**config.mk**
```make
export PLATFORM = sky130hd
export DESIGN_NAME = mmt_top
export DESIGN_NICKNAME = d
export VERILOG_FILES = /design/src/logic/mmt_pkg.sv /design/src/logic/mmt_ifs.sv /design/src/logic/mat_store.sv /design/src/logic/operand_regs.sv /design/src/logic/trace_mac.sv /design/src/logic/mmt_ctrl.sv /design/src/logic/mmt_top.sv
export SDC_FILE = /design/constraint.sdc
export NUM_CORES = 2
export LEC_CHECK = 0
export BUFFER_PORTS_ARGS = -buffer_cell sky130_fd_sc_hd__buf_2
export CAP_MARGIN = 20
export CORE_ASPECT_RATIO = 0.6
export CORE_UTILIZATION = 60
export CTS_CLUSTER_DIAMETER = 150
export DETAILED_ROUTE_END_ITERATION = 10
export HOLD_SLACK_MARGIN = 0.03
export PLACE_DENSITY = 0.84
export SYNTH_ARGS = -nofsm -noshare
export SYNTH_HDL_FRONTEND = slang
export SYNTH_SLANG_ARGS = --single-unit
```
**constraint.sdc**
```tcl
create_clock -name clk -period 21.3 [get_ports clk]
set_input_delay 3.195 -clock clk [delete_from_list [all_inputs] [get_ports clk]]
set_output_delay 3.195 -clock clk [all_outputs]
set_load 0.03 [all_outputs]
```
**src/logic/mmt_pkg.sv**
```systemverilog
package mmt_pkg;

	// --------------------
	// Sizes
	localparam int DIM         = 4;
	localparam int NUM_MAT     = 8;
	localparam int ELEMS       = DIM * DIM;
	localparam int QUERIES     = 10;
	localparam int STORE_DEPTH = NUM_MAT * ELEMS;

	// --------------------
	// Widths
	localparam int ELEM_W   = 8;
	localparam int DOT_W    = 18;
	localparam int RESULT_W = 32;
	localparam int IDX_W    = $clog2(NUM_MAT);
	localparam int COORD_W  = $clog2(DIM);
	localparam int ADDR_W   = $clog2(STORE_DEPTH);
	localparam int MODE_W   = 2;
	localparam int QCNT_W   = $clog2(QUERIES);

	typedef logic signed [ELEM_W-1:0]   elem_t;
	typedef logic        [IDX_W-1:0]    mat_idx_t;
	typedef logic        [ADDR_W-1:0]   store_addr_t;
	typedef logic        [COORD_W-1:0]  coord_t;
	typedef logic signed [DOT_W-1:0]    dot_t;
	typedef logic signed [RESULT_W-1:0] result_t;
	typedef logic        [MODE_W-1:0]   mode_t;

	// Transpose selector values
	localparam mode_t MODE_NONE = 2'd0;
	localparam mode_t MODE_TA   = 2'd1;
	localparam mode_t MODE_TB   = 2'd2;
	localparam mode_t MODE_TC   = 2'd3;

	typedef enum logic [1:0] {
		OP_A,
		OP_B,
		OP_C
	} opsel_t;

	typedef enum logic [2:0] {
		ST_IDLE,
		ST_LOAD,
		ST_WAIT_Q,
		ST_READ_A,
		ST_READ_B,
		ST_READ_C,
		ST_CALC,
		ST_WAIT_RES
	} ctrl_state_t;

endpackage

```
**src/logic/mmt_ifs.sv**
```systemverilog
`timescale 1ns/1ps

// Bank access, one write port and one registered read port
interface mat_store_if;
	logic                 wr_en;
	mmt_pkg::store_addr_t wr_addr;
	mmt_pkg::elem_t       wdata;
	mmt_pkg::store_addr_t rd_addr;
	mmt_pkg::elem_t       rdata;

	modport ctrl (output wr_en, output wr_addr, output wdata, output rd_addr);
	modport store (input wr_en, input wr_addr, input wdata, input rd_addr, output rdata);
	modport sink (input rdata);
endinterface

// Operand array write, aligned with rdata
interface operand_load_if;
	logic             ld_en;
	mmt_pkg::opsel_t  ld_sel;
	mmt_pkg::coord_t  ld_row;
	mmt_pkg::coord_t  ld_col;

	modport ctrl (output ld_en, output ld_sel, output ld_row, output ld_col);
	modport regs (input ld_en, input ld_sel, input ld_row, input ld_col);
endinterface

// One step per product element, row-major
interface mac_step_if;
	logic            step_valid;
	logic            step_first;
	logic            step_last;
	mmt_pkg::coord_t step_row;
	mmt_pkg::coord_t step_col;

	modport ctrl (
		output step_valid,
		output step_first,
		output step_last,
		output step_row,
		output step_col
	);
	modport regs (input step_row, input step_col);
	modport mac (input step_valid, input step_first, input step_last);
endinterface

```
**src/logic/mat_store.sv**
```systemverilog
`timescale 1ns/1ps

// Register-array bank of NUM_MAT matrices, row-major per matrix
module mat_store (
	input logic        clk,
	mat_store_if.store mem
);

	mmt_pkg::elem_t bank [mmt_pkg::STORE_DEPTH];

	// --------------------
	// Write port
	always_ff @(posedge clk) begin
		if (mem.wr_en)
			bank[mem.wr_addr] <= mem.wdata;
	end

	// --------------------
	// Read port, data one cycle after the address
	always_ff @(posedge clk) begin
		mem.rdata <= bank[mem.rd_addr];
	end

endmodule

```
**src/logic/operand_regs.sv**
```systemverilog
`timescale 1ns/1ps

module operand_regs (
	input  logic           clk,
	input  logic           rst_n,
	mat_store_if.sink      mem,
	operand_load_if.regs   ld,
	mac_step_if.regs       step,
	output mmt_pkg::elem_t a_row [mmt_pkg::DIM],
	output mmt_pkg::elem_t b_col [mmt_pkg::DIM],
	output mmt_pkg::elem_t c_elem
);

	mmt_pkg::elem_t a_m [mmt_pkg::DIM][mmt_pkg::DIM];
	mmt_pkg::elem_t b_m [mmt_pkg::DIM][mmt_pkg::DIM];
	mmt_pkg::elem_t c_m [mmt_pkg::DIM][mmt_pkg::DIM];

	// --------------------
	// Operand load
	// Coordinates arrive already transposed where the mode asks for it
	always_ff @(posedge clk or negedge rst_n) begin
		if (!rst_n) begin
			a_m <= '{default: '0};
			b_m <= '{default: '0};
			c_m <= '{default: '0};
		end else if (ld.ld_en) begin
			case (ld.ld_sel)
				mmt_pkg::OP_A: a_m[ld.ld_row][ld.ld_col] <= mem.rdata;
				mmt_pkg::OP_B: b_m[ld.ld_row][ld.ld_col] <= mem.rdata;
				mmt_pkg::OP_C: c_m[ld.ld_row][ld.ld_col] <= mem.rdata;
				default: ;
			endcase
		end
	end

	// --------------------
	// Step select
	always_comb begin
		for (int k = 0; k < mmt_pkg::DIM; k++) begin
			a_row[k] = a_m[step.step_row][k];
			b_col[k] = b_m[k][step.step_col];
		end
	end

	// C element at the same position as the product element
	assign c_elem = c_m[step.step_row][step.step_col];

endmodule

```
**src/logic/trace_mac.sv**
```systemverilog
`timescale 1ns/1ps

module trace_mac (
	input  logic             clk,
	input  logic             rst_n,
	mac_step_if.mac          step,
	input  mmt_pkg::elem_t   a_row [mmt_pkg::DIM],
	input  mmt_pkg::elem_t   b_col [mmt_pkg::DIM],
	input  mmt_pkg::elem_t   c_elem,
	output logic             res_done,
	output logic             out_valid,
	output mmt_pkg::result_t out_value
);

	mmt_pkg::dot_t    dot_sum;
	mmt_pkg::dot_t    s1_dot;
	mmt_pkg::elem_t   s1_c;
	logic             s1_valid;
	logic             s1_first;
	logic             s1_last;
	mmt_pkg::result_t prod;
	mmt_pkg::result_t acc;
	mmt_pkg::result_t acc_nxt;
	logic             done_q;

	// Row of A times column of B
	always_comb begin
		dot_sum = '0;
		for (int k = 0; k < mmt_pkg::DIM; k++)
			dot_sum = dot_sum + mmt_pkg::dot_t'(a_row[k]) * mmt_pkg::dot_t'(b_col[k]);
	end

	// --------------------
	// Stage one
	always_ff @(posedge clk or negedge rst_n) begin
		if (!rst_n) begin
			s1_valid <= 1'b0;
			s1_first <= 1'b0;
			s1_last  <= 1'b0;
		end else begin
			s1_valid <= step.step_valid;
			s1_first <= step.step_valid && step.step_first;
			s1_last  <= step.step_valid && step.step_last;
		end
	end

	always_ff @(posedge clk) begin
		s1_dot <= dot_sum;
		s1_c   <= c_elem;
	end

	// --------------------
	// Stage two, restarts on the first step of a query
	assign prod    = mmt_pkg::result_t'(s1_dot) * mmt_pkg::result_t'(s1_c);
	assign acc_nxt = s1_first ? prod : acc + prod;

	always_ff @(posedge clk) begin
		if (s1_valid)
			acc <= acc_nxt;
	end

	always_ff @(posedge clk or negedge rst_n) begin
		if (!rst_n) begin
			done_q    <= 1'b0;
			out_value <= '0;
		end else begin
			done_q    <= s1_last;
			out_value <= s1_last ? acc_nxt : '0;
		end
	end

	assign out_valid = done_q;
	assign res_done  = done_q;

endmodule

```
**src/logic/mmt_ctrl.sv**
```systemverilog
`timescale 1ns/1ps

module mmt_ctrl (
	input  logic              clk,
	input  logic              rst_n,
	input  logic              in_valid,
	input  mmt_pkg::elem_t    matrix,
	input  logic              in_valid2,
	input  mmt_pkg::mat_idx_t matrix_idx,
	input  mmt_pkg::mode_t    mode,
	input  logic              res_done,
	mat_store_if.ctrl         mem,
	operand_load_if.ctrl      ld,
	mac_step_if.ctrl          step
);

	localparam mmt_pkg::coord_t COORD_LAST = mmt_pkg::coord_t'(mmt_pkg::DIM - 1);

	mmt_pkg::ctrl_state_t         state;
	mmt_pkg::ctrl_state_t         state_nxt;
	mmt_pkg::store_addr_t         wr_cnt;
	mmt_pkg::coord_t              cnt_row;
	mmt_pkg::coord_t              cnt_col;
	logic [1:0]                   idx_cnt;
	mmt_pkg::mat_idx_t            q_idx [3];
	mmt_pkg::mode_t               q_mode;
	logic [mmt_pkg::QCNT_W-1:0]   q_cnt;
	mmt_pkg::opsel_t              cur_sel;
	logic                         loading;
	logic                         reading;
	logic                         calc;
	logic                         pos_last;
	logic                         swap;

	assign loading  = in_valid &&
		(state == mmt_pkg::ST_IDLE || state == mmt_pkg::ST_LOAD);
	assign reading  = state == mmt_pkg::ST_READ_A || state == mmt_pkg::ST_READ_B ||
		state == mmt_pkg::ST_READ_C;
	assign calc     = state == mmt_pkg::ST_CALC;
	assign pos_last = cnt_row == COORD_LAST && cnt_col == COORD_LAST;

	always_comb begin
		case (state)
			mmt_pkg::ST_READ_B: cur_sel = mmt_pkg::OP_B;
			mmt_pkg::ST_READ_C: cur_sel = mmt_pkg::OP_C;
			default:            cur_sel = mmt_pkg::OP_A;
		endcase
	end

	// Transpose only the operand the mode names
	always_comb begin
		case (q_mode)
			mmt_pkg::MODE_NONE: swap = 1'b0;
			mmt_pkg::MODE_TA:   swap = cur_sel == mmt_pkg::OP_A;
			mmt_pkg::MODE_TB:   swap = cur_sel == mmt_pkg::OP_B;
			default:            swap = cur_sel == mmt_pkg::OP_C;
		endcase
	end

	// Matrix index in the top bits, position row-major below
	assign mem.rd_addr = {q_idx[cur_sel], cnt_row, cnt_col};

	// --------------------
	// State machine
	always_comb begin
		state_nxt = state;
		case (state)
			mmt_pkg::ST_IDLE: begin
				if (in_valid)
					state_nxt = mmt_pkg::ST_LOAD;
			end
			mmt_pkg::ST_LOAD: begin
				if (in_valid && wr_cnt == mmt_pkg::store_addr_t'(mmt_pkg::STORE_DEPTH - 1))
					state_nxt = mmt_pkg::ST_WAIT_Q;
			end
			mmt_pkg::ST_WAIT_Q: begin
				if (in_valid2 && idx_cnt == 2'd2)
					state_nxt = mmt_pkg::ST_READ_A;
			end
			mmt_pkg::ST_READ_A: begin
				if (pos_last)
					state_nxt = mmt_pkg::ST_READ_B;
			end
			mmt_pkg::ST_READ_B: begin
				if (pos_last)
					state_nxt = mmt_pkg::ST_READ_C;
			end
			mmt_pkg::ST_READ_C: begin
				if (pos_last)
					state_nxt = mmt_pkg::ST_CALC;
			end
			mmt_pkg::ST_CALC: begin
				if (pos_last)
					state_nxt = mmt_pkg::ST_WAIT_RES;
			end
			mmt_pkg::ST_WAIT_RES: begin
				if (res_done && q_cnt == mmt_pkg::QCNT_W'(mmt_pkg::QUERIES - 1))
					state_nxt = mmt_pkg::ST_IDLE;
				else if (res_done)
					state_nxt = mmt_pkg::ST_WAIT_Q;
			end
			default: state_nxt = mmt_pkg::ST_IDLE;
		endcase
	end

	// --------------------
	// Counters and query capture
	always_ff @(posedge clk or negedge rst_n) begin
		if (!rst_n) begin
			state   <= mmt_pkg::ST_IDLE;
			wr_cnt  <= '0;
			cnt_row <= '0;
			cnt_col <= '0;
			idx_cnt <= '0;
			q_idx   <= '{default: '0};
			q_mode  <= mmt_pkg::MODE_NONE;
			q_cnt   <= '0;
		end else begin
			state <= state_nxt;
			if (loading)
				wr_cnt <= wr_cnt + 1'b1;
			if (state == mmt_pkg::ST_WAIT_Q && in_valid2) begin
				q_idx[idx_cnt] <= matrix_idx;
				idx_cnt        <= (idx_cnt == 2'd2) ? 2'd0 : idx_cnt + 2'd1;
				if (idx_cnt == 2'd0)
					q_mode <= mode;
			end
			// Shared walk for reads and steps, wraps after the last element
			if (reading || calc) begin
				cnt_col <= (cnt_col == COORD_LAST) ? '0 : cnt_col + 1'b1;
				if (cnt_col == COORD_LAST)
					cnt_row <= (cnt_row == COORD_LAST) ? '0 : cnt_row + 1'b1;
			end
			if (state == mmt_pkg::ST_WAIT_RES && res_done) begin
				if (q_cnt == mmt_pkg::QCNT_W'(mmt_pkg::QUERIES - 1))
					q_cnt <= '0;
				else
					q_cnt <= q_cnt + 1'b1;
			end
		end
	end

	// --------------------
	// Registered enables
	always_ff @(posedge clk or negedge rst_n) begin
		if (!rst_n) begin
			mem.wr_en       <= 1'b0;
			ld.ld_en        <= 1'b0;
			step.step_valid <= 1'b0;
			step.step_first <= 1'b0;
			step.step_last  <= 1'b0;
		end else begin
			mem.wr_en       <= loading;
			ld.ld_en        <= reading;
			step.step_valid <= calc;
			step.step_first <= calc && cnt_row == '0 && cnt_col == '0;
			step.step_last  <= calc && pos_last;
		end
	end

	// Load coordinates trail the read address by one cycle, like rdata
	always_ff @(posedge clk) begin
		mem.wr_addr   <= wr_cnt;
		mem.wdata     <= matrix;
		ld.ld_sel     <= cur_sel;
		ld.ld_row     <= swap ? cnt_col : cnt_row;
		ld.ld_col     <= swap ? cnt_row : cnt_col;
		step.step_row <= cnt_row;
		step.step_col <= cnt_col;
	end

endmodule

```
**src/logic/mmt_top.sv**
```systemverilog
`timescale 1ns/1ps

module mmt_top (
	input  logic              clk,
	input  logic              rst_n,
	input  logic              in_valid,
	input  mmt_pkg::elem_t    matrix,
	input  logic              in_valid2,
	input  mmt_pkg::mat_idx_t matrix_idx,
	input  mmt_pkg::mode_t    mode,
	output logic              out_valid,
	output mmt_pkg::result_t  out_value
);

	mmt_pkg::elem_t a_row [mmt_pkg::DIM];
	mmt_pkg::elem_t b_col [mmt_pkg::DIM];
	mmt_pkg::elem_t c_elem;
	logic           res_done;

	mat_store_if    mem_bus ();
	operand_load_if ld_bus ();
	mac_step_if     step_bus ();

	// --------------------
	// Control and storage
	mmt_ctrl mmt_ctrl_inst (
		.clk        (clk),
		.rst_n      (rst_n),
		.in_valid   (in_valid),
		.matrix     (matrix),
		.in_valid2  (in_valid2),
		.matrix_idx (matrix_idx),
		.mode       (mode),
		.res_done   (res_done),
		.mem        (mem_bus.ctrl),
		.ld         (ld_bus.ctrl),
		.step       (step_bus.ctrl)
	);

	mat_store mat_store_inst (
		.clk (clk),
		.mem (mem_bus.store)
	);

	// --------------------
	// Datapath
	operand_regs operand_regs_inst (
		.clk    (clk),
		.rst_n  (rst_n),
		.mem    (mem_bus.sink),
		.ld     (ld_bus.regs),
		.step   (step_bus.regs),
		.a_row  (a_row),
		.b_col  (b_col),
		.c_elem (c_elem)
	);

	trace_mac trace_mac_inst (
		.clk       (clk),
		.rst_n     (rst_n),
		.step      (step_bus.mac),
		.a_row     (a_row),
		.b_col     (b_col),
		.c_elem    (c_elem),
		.res_done  (res_done),
		.out_valid (out_valid),
		.out_value (out_value)
	);

endmodule

```
==> qor.csv <==
metric;value;unit
DR top layer;met5;
VDD IR-drop max;0.1429;mV
via count;44875;
Clock Sinks;1571;
Util after Layout;0.6569;
Core Region;131700;µm²
share of layout cells above drive strength 1;0.2220;
grt ovf;0;
hold_buf cts;0;
clk_skew;27.36;ps
cts bufs inserted;141;
routed wl met3;20.75;mm
Reg area;44360;µm²
Rel. slew slack;0.1693;
synthesized instance count;5203;
initial antenna violation count;11;
Post-Syn Nets;5807;
DIE WIDTH;472.8;µm
initial drt markers;5007;
detailed-router iteration count before antenna repair;8;
outcome;finished, final reports clean;
ys flop type;edfxtp_1;
Worst setup EP type;flip-flop;
PD cells;124.9;nW/µm²
Ys Warns;0;
R2R setup slack;12810;ps
FMAX;0.1177;GHz
number of cells upsized or downsized after cts;0;
Hold/Removal Path Class;reg -> reg;
Worst-Margin Slew;1246;ps
Async SR Flop Fraction;0.2903;
Die Height;284.5;µm
IO Pins;50;
PortBufs;49;
largest net degree at the start of global routing;143;
RSZ-0062 raised after global routing;no;
Placed Cells;6878;
first-pass GRT wire length;289.4;mm
Final Hold Slack;438.5;ps
die area;134500;µm²
Synth Register Bits;1571;
TritonCTS clock tree;built;
worst r2r path cells;24;
worst skew pair latency;770;ps
met2 routed WL;83.73;mm
Final #Nets;5848;
Final Setup Violations;0;
Via density;6.281;
CTS root buffer;clkbuf_16;
GPL Wtd Cong;0.9225;
DRC viols;0;
Initial Util;0.6058;
Crit Path Category;reg -> reg;
fin crit share;0.3988;
EDFF count, synth;1056;
MaxCap Viol Count;0;
GRT Util Overall;0.2888;
Multi-input gate area;32720;µm²
Metal-1 WL;80.82;mm
vias in the first global route;46260;
Final ANT Viol Nets;0;
Layout Cells excl Fill;7144;
# H-tree levels;4;
WHS Path Cells;0;
post-DP HPWL;124.1;mm
syn avg cell area;15.34;µm²
setup TNS;0;ps
P&R area growth vs syn;8.433;%
Worst EP required;21930;ps
row count;103;
CP arrival;9120;ps
drt wl/cell;26.47;µm
WL final;189.1;mm
final hold vios;0;
Final Max Slew Viols;0;
Max Buffers Root-to-Sink;3;
register area share after synthesis;0.5552;
leakage;34.48;nW
# fillers;8800;
Final min period;8493;ps
post-CTS setup buffers;0;
clock slew at reported path FFs;60;ps
Netlist cell types;65;
Post-Syn Area;79790;µm²
CP Launch Type;flip-flop;
Max FO, Critical Path;40;
## through the flow
| stage | setup slack [ps] | total power (W) | instance area [µm²] |
|---|---|---|---|
| floorplan | 13710 | 0.006988 | 79790 |
| finish | 12810 | 0.01081 | 86520 |
| CTS | 12750 | 0.01077 | 86380 |
| detailed placement | 12810 | 0.008234 | 81920 |
| global placement | 12900 | 0.008096 | 81880 |
| global route | 12200 | 0.01134 | 86520 |
## critical path: stages (launching register included)
cell       delay [ps]
dfxtp_4           680
buf_4             720
mux4_2            700
and2_1            220
fa_1              410
inv_1              80
fa_1              440
fa_1              520
fa_1              500
inv_1              40
ha_1              320
a21o_1            190
a21oi_1           220
o21bai_1          100
a21oi_1           210
xnor2_1           130
fa_1              580
fa_1              420
ha_1              250
or3_1             370
a2111oi_0         320
nor3_1            160
a211oi_1          400
a21oi_1           140
xor2_1            180
## metal layers
metal,vias to the layer above,track usage
met1,23383,0.4436
li1,18858,-
met2,2347,0.4160
met5,-,0
met4,8,0.07077
met3,279,0.07337
## power by group
part	internal [W]	switching, W	total [W]
Clock	0.00137	0.00114	0.00251
Combinational	0.00190	0.00245	0.00435
Sequential	0.00353	0.000406	0.00394
## flip-flops by register name, indices dropped and copies added, names as in the netlist, 4 cells and up
name and flops:
mmt_ctrl_inst.wr_cnt 7, mmt_ctrl_inst.q_cnt 4, mat_store_inst.mem.rdata 8, trace_mac_inst.s1_c 8, mat_store_inst.bank 1024, trace_mac_inst.out_value 32, mmt_ctrl_inst.q_idx 9, trace_mac_inst.s1_dot 18
operand_regs_inst.c_m 128, mmt_ctrl_inst.mem.wdata 8, mmt_ctrl_inst.mem.wr_addr 7, operand_regs_inst.b_m 128, trace_mac_inst.acc 32, operand_regs_inst.a_m 128
## final timing paths
kind	startpoint	end
max	mmt_ctrl_inst.step.step_row[0]	trace_mac_inst.s1_dot[16]
min reg2reg	mmt_ctrl_inst.wr_cnt[1]	mmt_ctrl_inst.mem.wr_addr[1]
min	mmt_ctrl_inst.wr_cnt[1]	mmt_ctrl_inst.mem.wr_addr[1]
max in group asynchronous	rst_n	operand_regs_inst.a_m[12]
max reg2reg	mmt_ctrl_inst.step.step_row[0]	trace_mac_inst.s1_dot[16]
min in group asynchronous	rst_n	trace_mac_inst.out_value[27]
## synth_stat cells, types with 34 or more instances
master | count | area share
edfxtp_1 | 1056 | 0.40
inv_1 | 536 | 0.025
dfrtp_1 | 456 | 0.14
mux2_2 | 423 | 0.060
mux4_2 | 421 | 0.12
fa_1 | 369 | 0.093
and2_1 | 269 | 0.021
nand2_1 | 253 | 0.012
nor2_1 | 245 | 0.012
ha_1 | 218 | 0.034
clkbuf_1 | 146 | 0.0069
xnor2_1 | 99 | 0.011
a21oi_1 | 96 | 0.0060
o21ai_0 | 66 | 0.0041
dfxtp_1 | 59 | 0.015
nor3_1 | 45 | 0.0028
a21o_1 | 34 | 0.0032
nand3_1 | 34 | 0.0021
## cell usage in the layout, fill, tap and decap left out, types with 9 or more instances in the layout
cell,count
clkbuf_16,149
inv_1,535
clkinv_1,23
and3_1,9
nor2_1,245
ha_1,218
o21ai_1,12
mux2i_1,30
o211ai_1,15
mux2_2,423
nand2b_1,24
nand2_1,253
o21bai_1,9
dfrtp_1,453
clkinv_2,22
a211oi_1,22
nor2b_1,28
a31oi_1,10
nand4_1,18
buf_4,35
dfxtp_4,9
a21o_1,34
nand3_1,34
o21ai_0,66
or3_1,9
dfxtp_1,39
a21oi_1,94
xnor2_1,99
o21a_1,22
or2_2,16
fa_1,369
buf_2,49
xor2_1,29
clkbuf_1,31
mux4_2,421
dfxtp_2,11
nor3_1,42
edfxtp_1,1056
and2_1,269
## area by class of cell
class / count / area share
flip-flops and latches: 1571 / 0.5127
multi-input cells: 2898 / 0.3781
clock buffers: 188 / 0.04564
well taps: 1785 / 0.02581
inverters: 536 / 0.02328
repair buffers: 96 / 0.008388
clock inverters: 67 / 0.005944
diodes: 3 / 0.00008677
## cell families (layout without fill, tap and decap cells)
kind of cell             after synthesis  count (layout)  synth area share
AO/OA/AOI/OAI                        330             330           0.02589
XOR/XNOR                             128             128           0.01405
adder cells (fa/ha/maj)              587             587            0.1268
buffers and inverters                734             887           0.03511
flip-flops                          1571            1571            0.5552
multiplexers                         876             876            0.1826
other                                  0               3                 0
AND/OR/NAND/NOR                      977             977           0.06036
(Power assumes the default switching activity.)
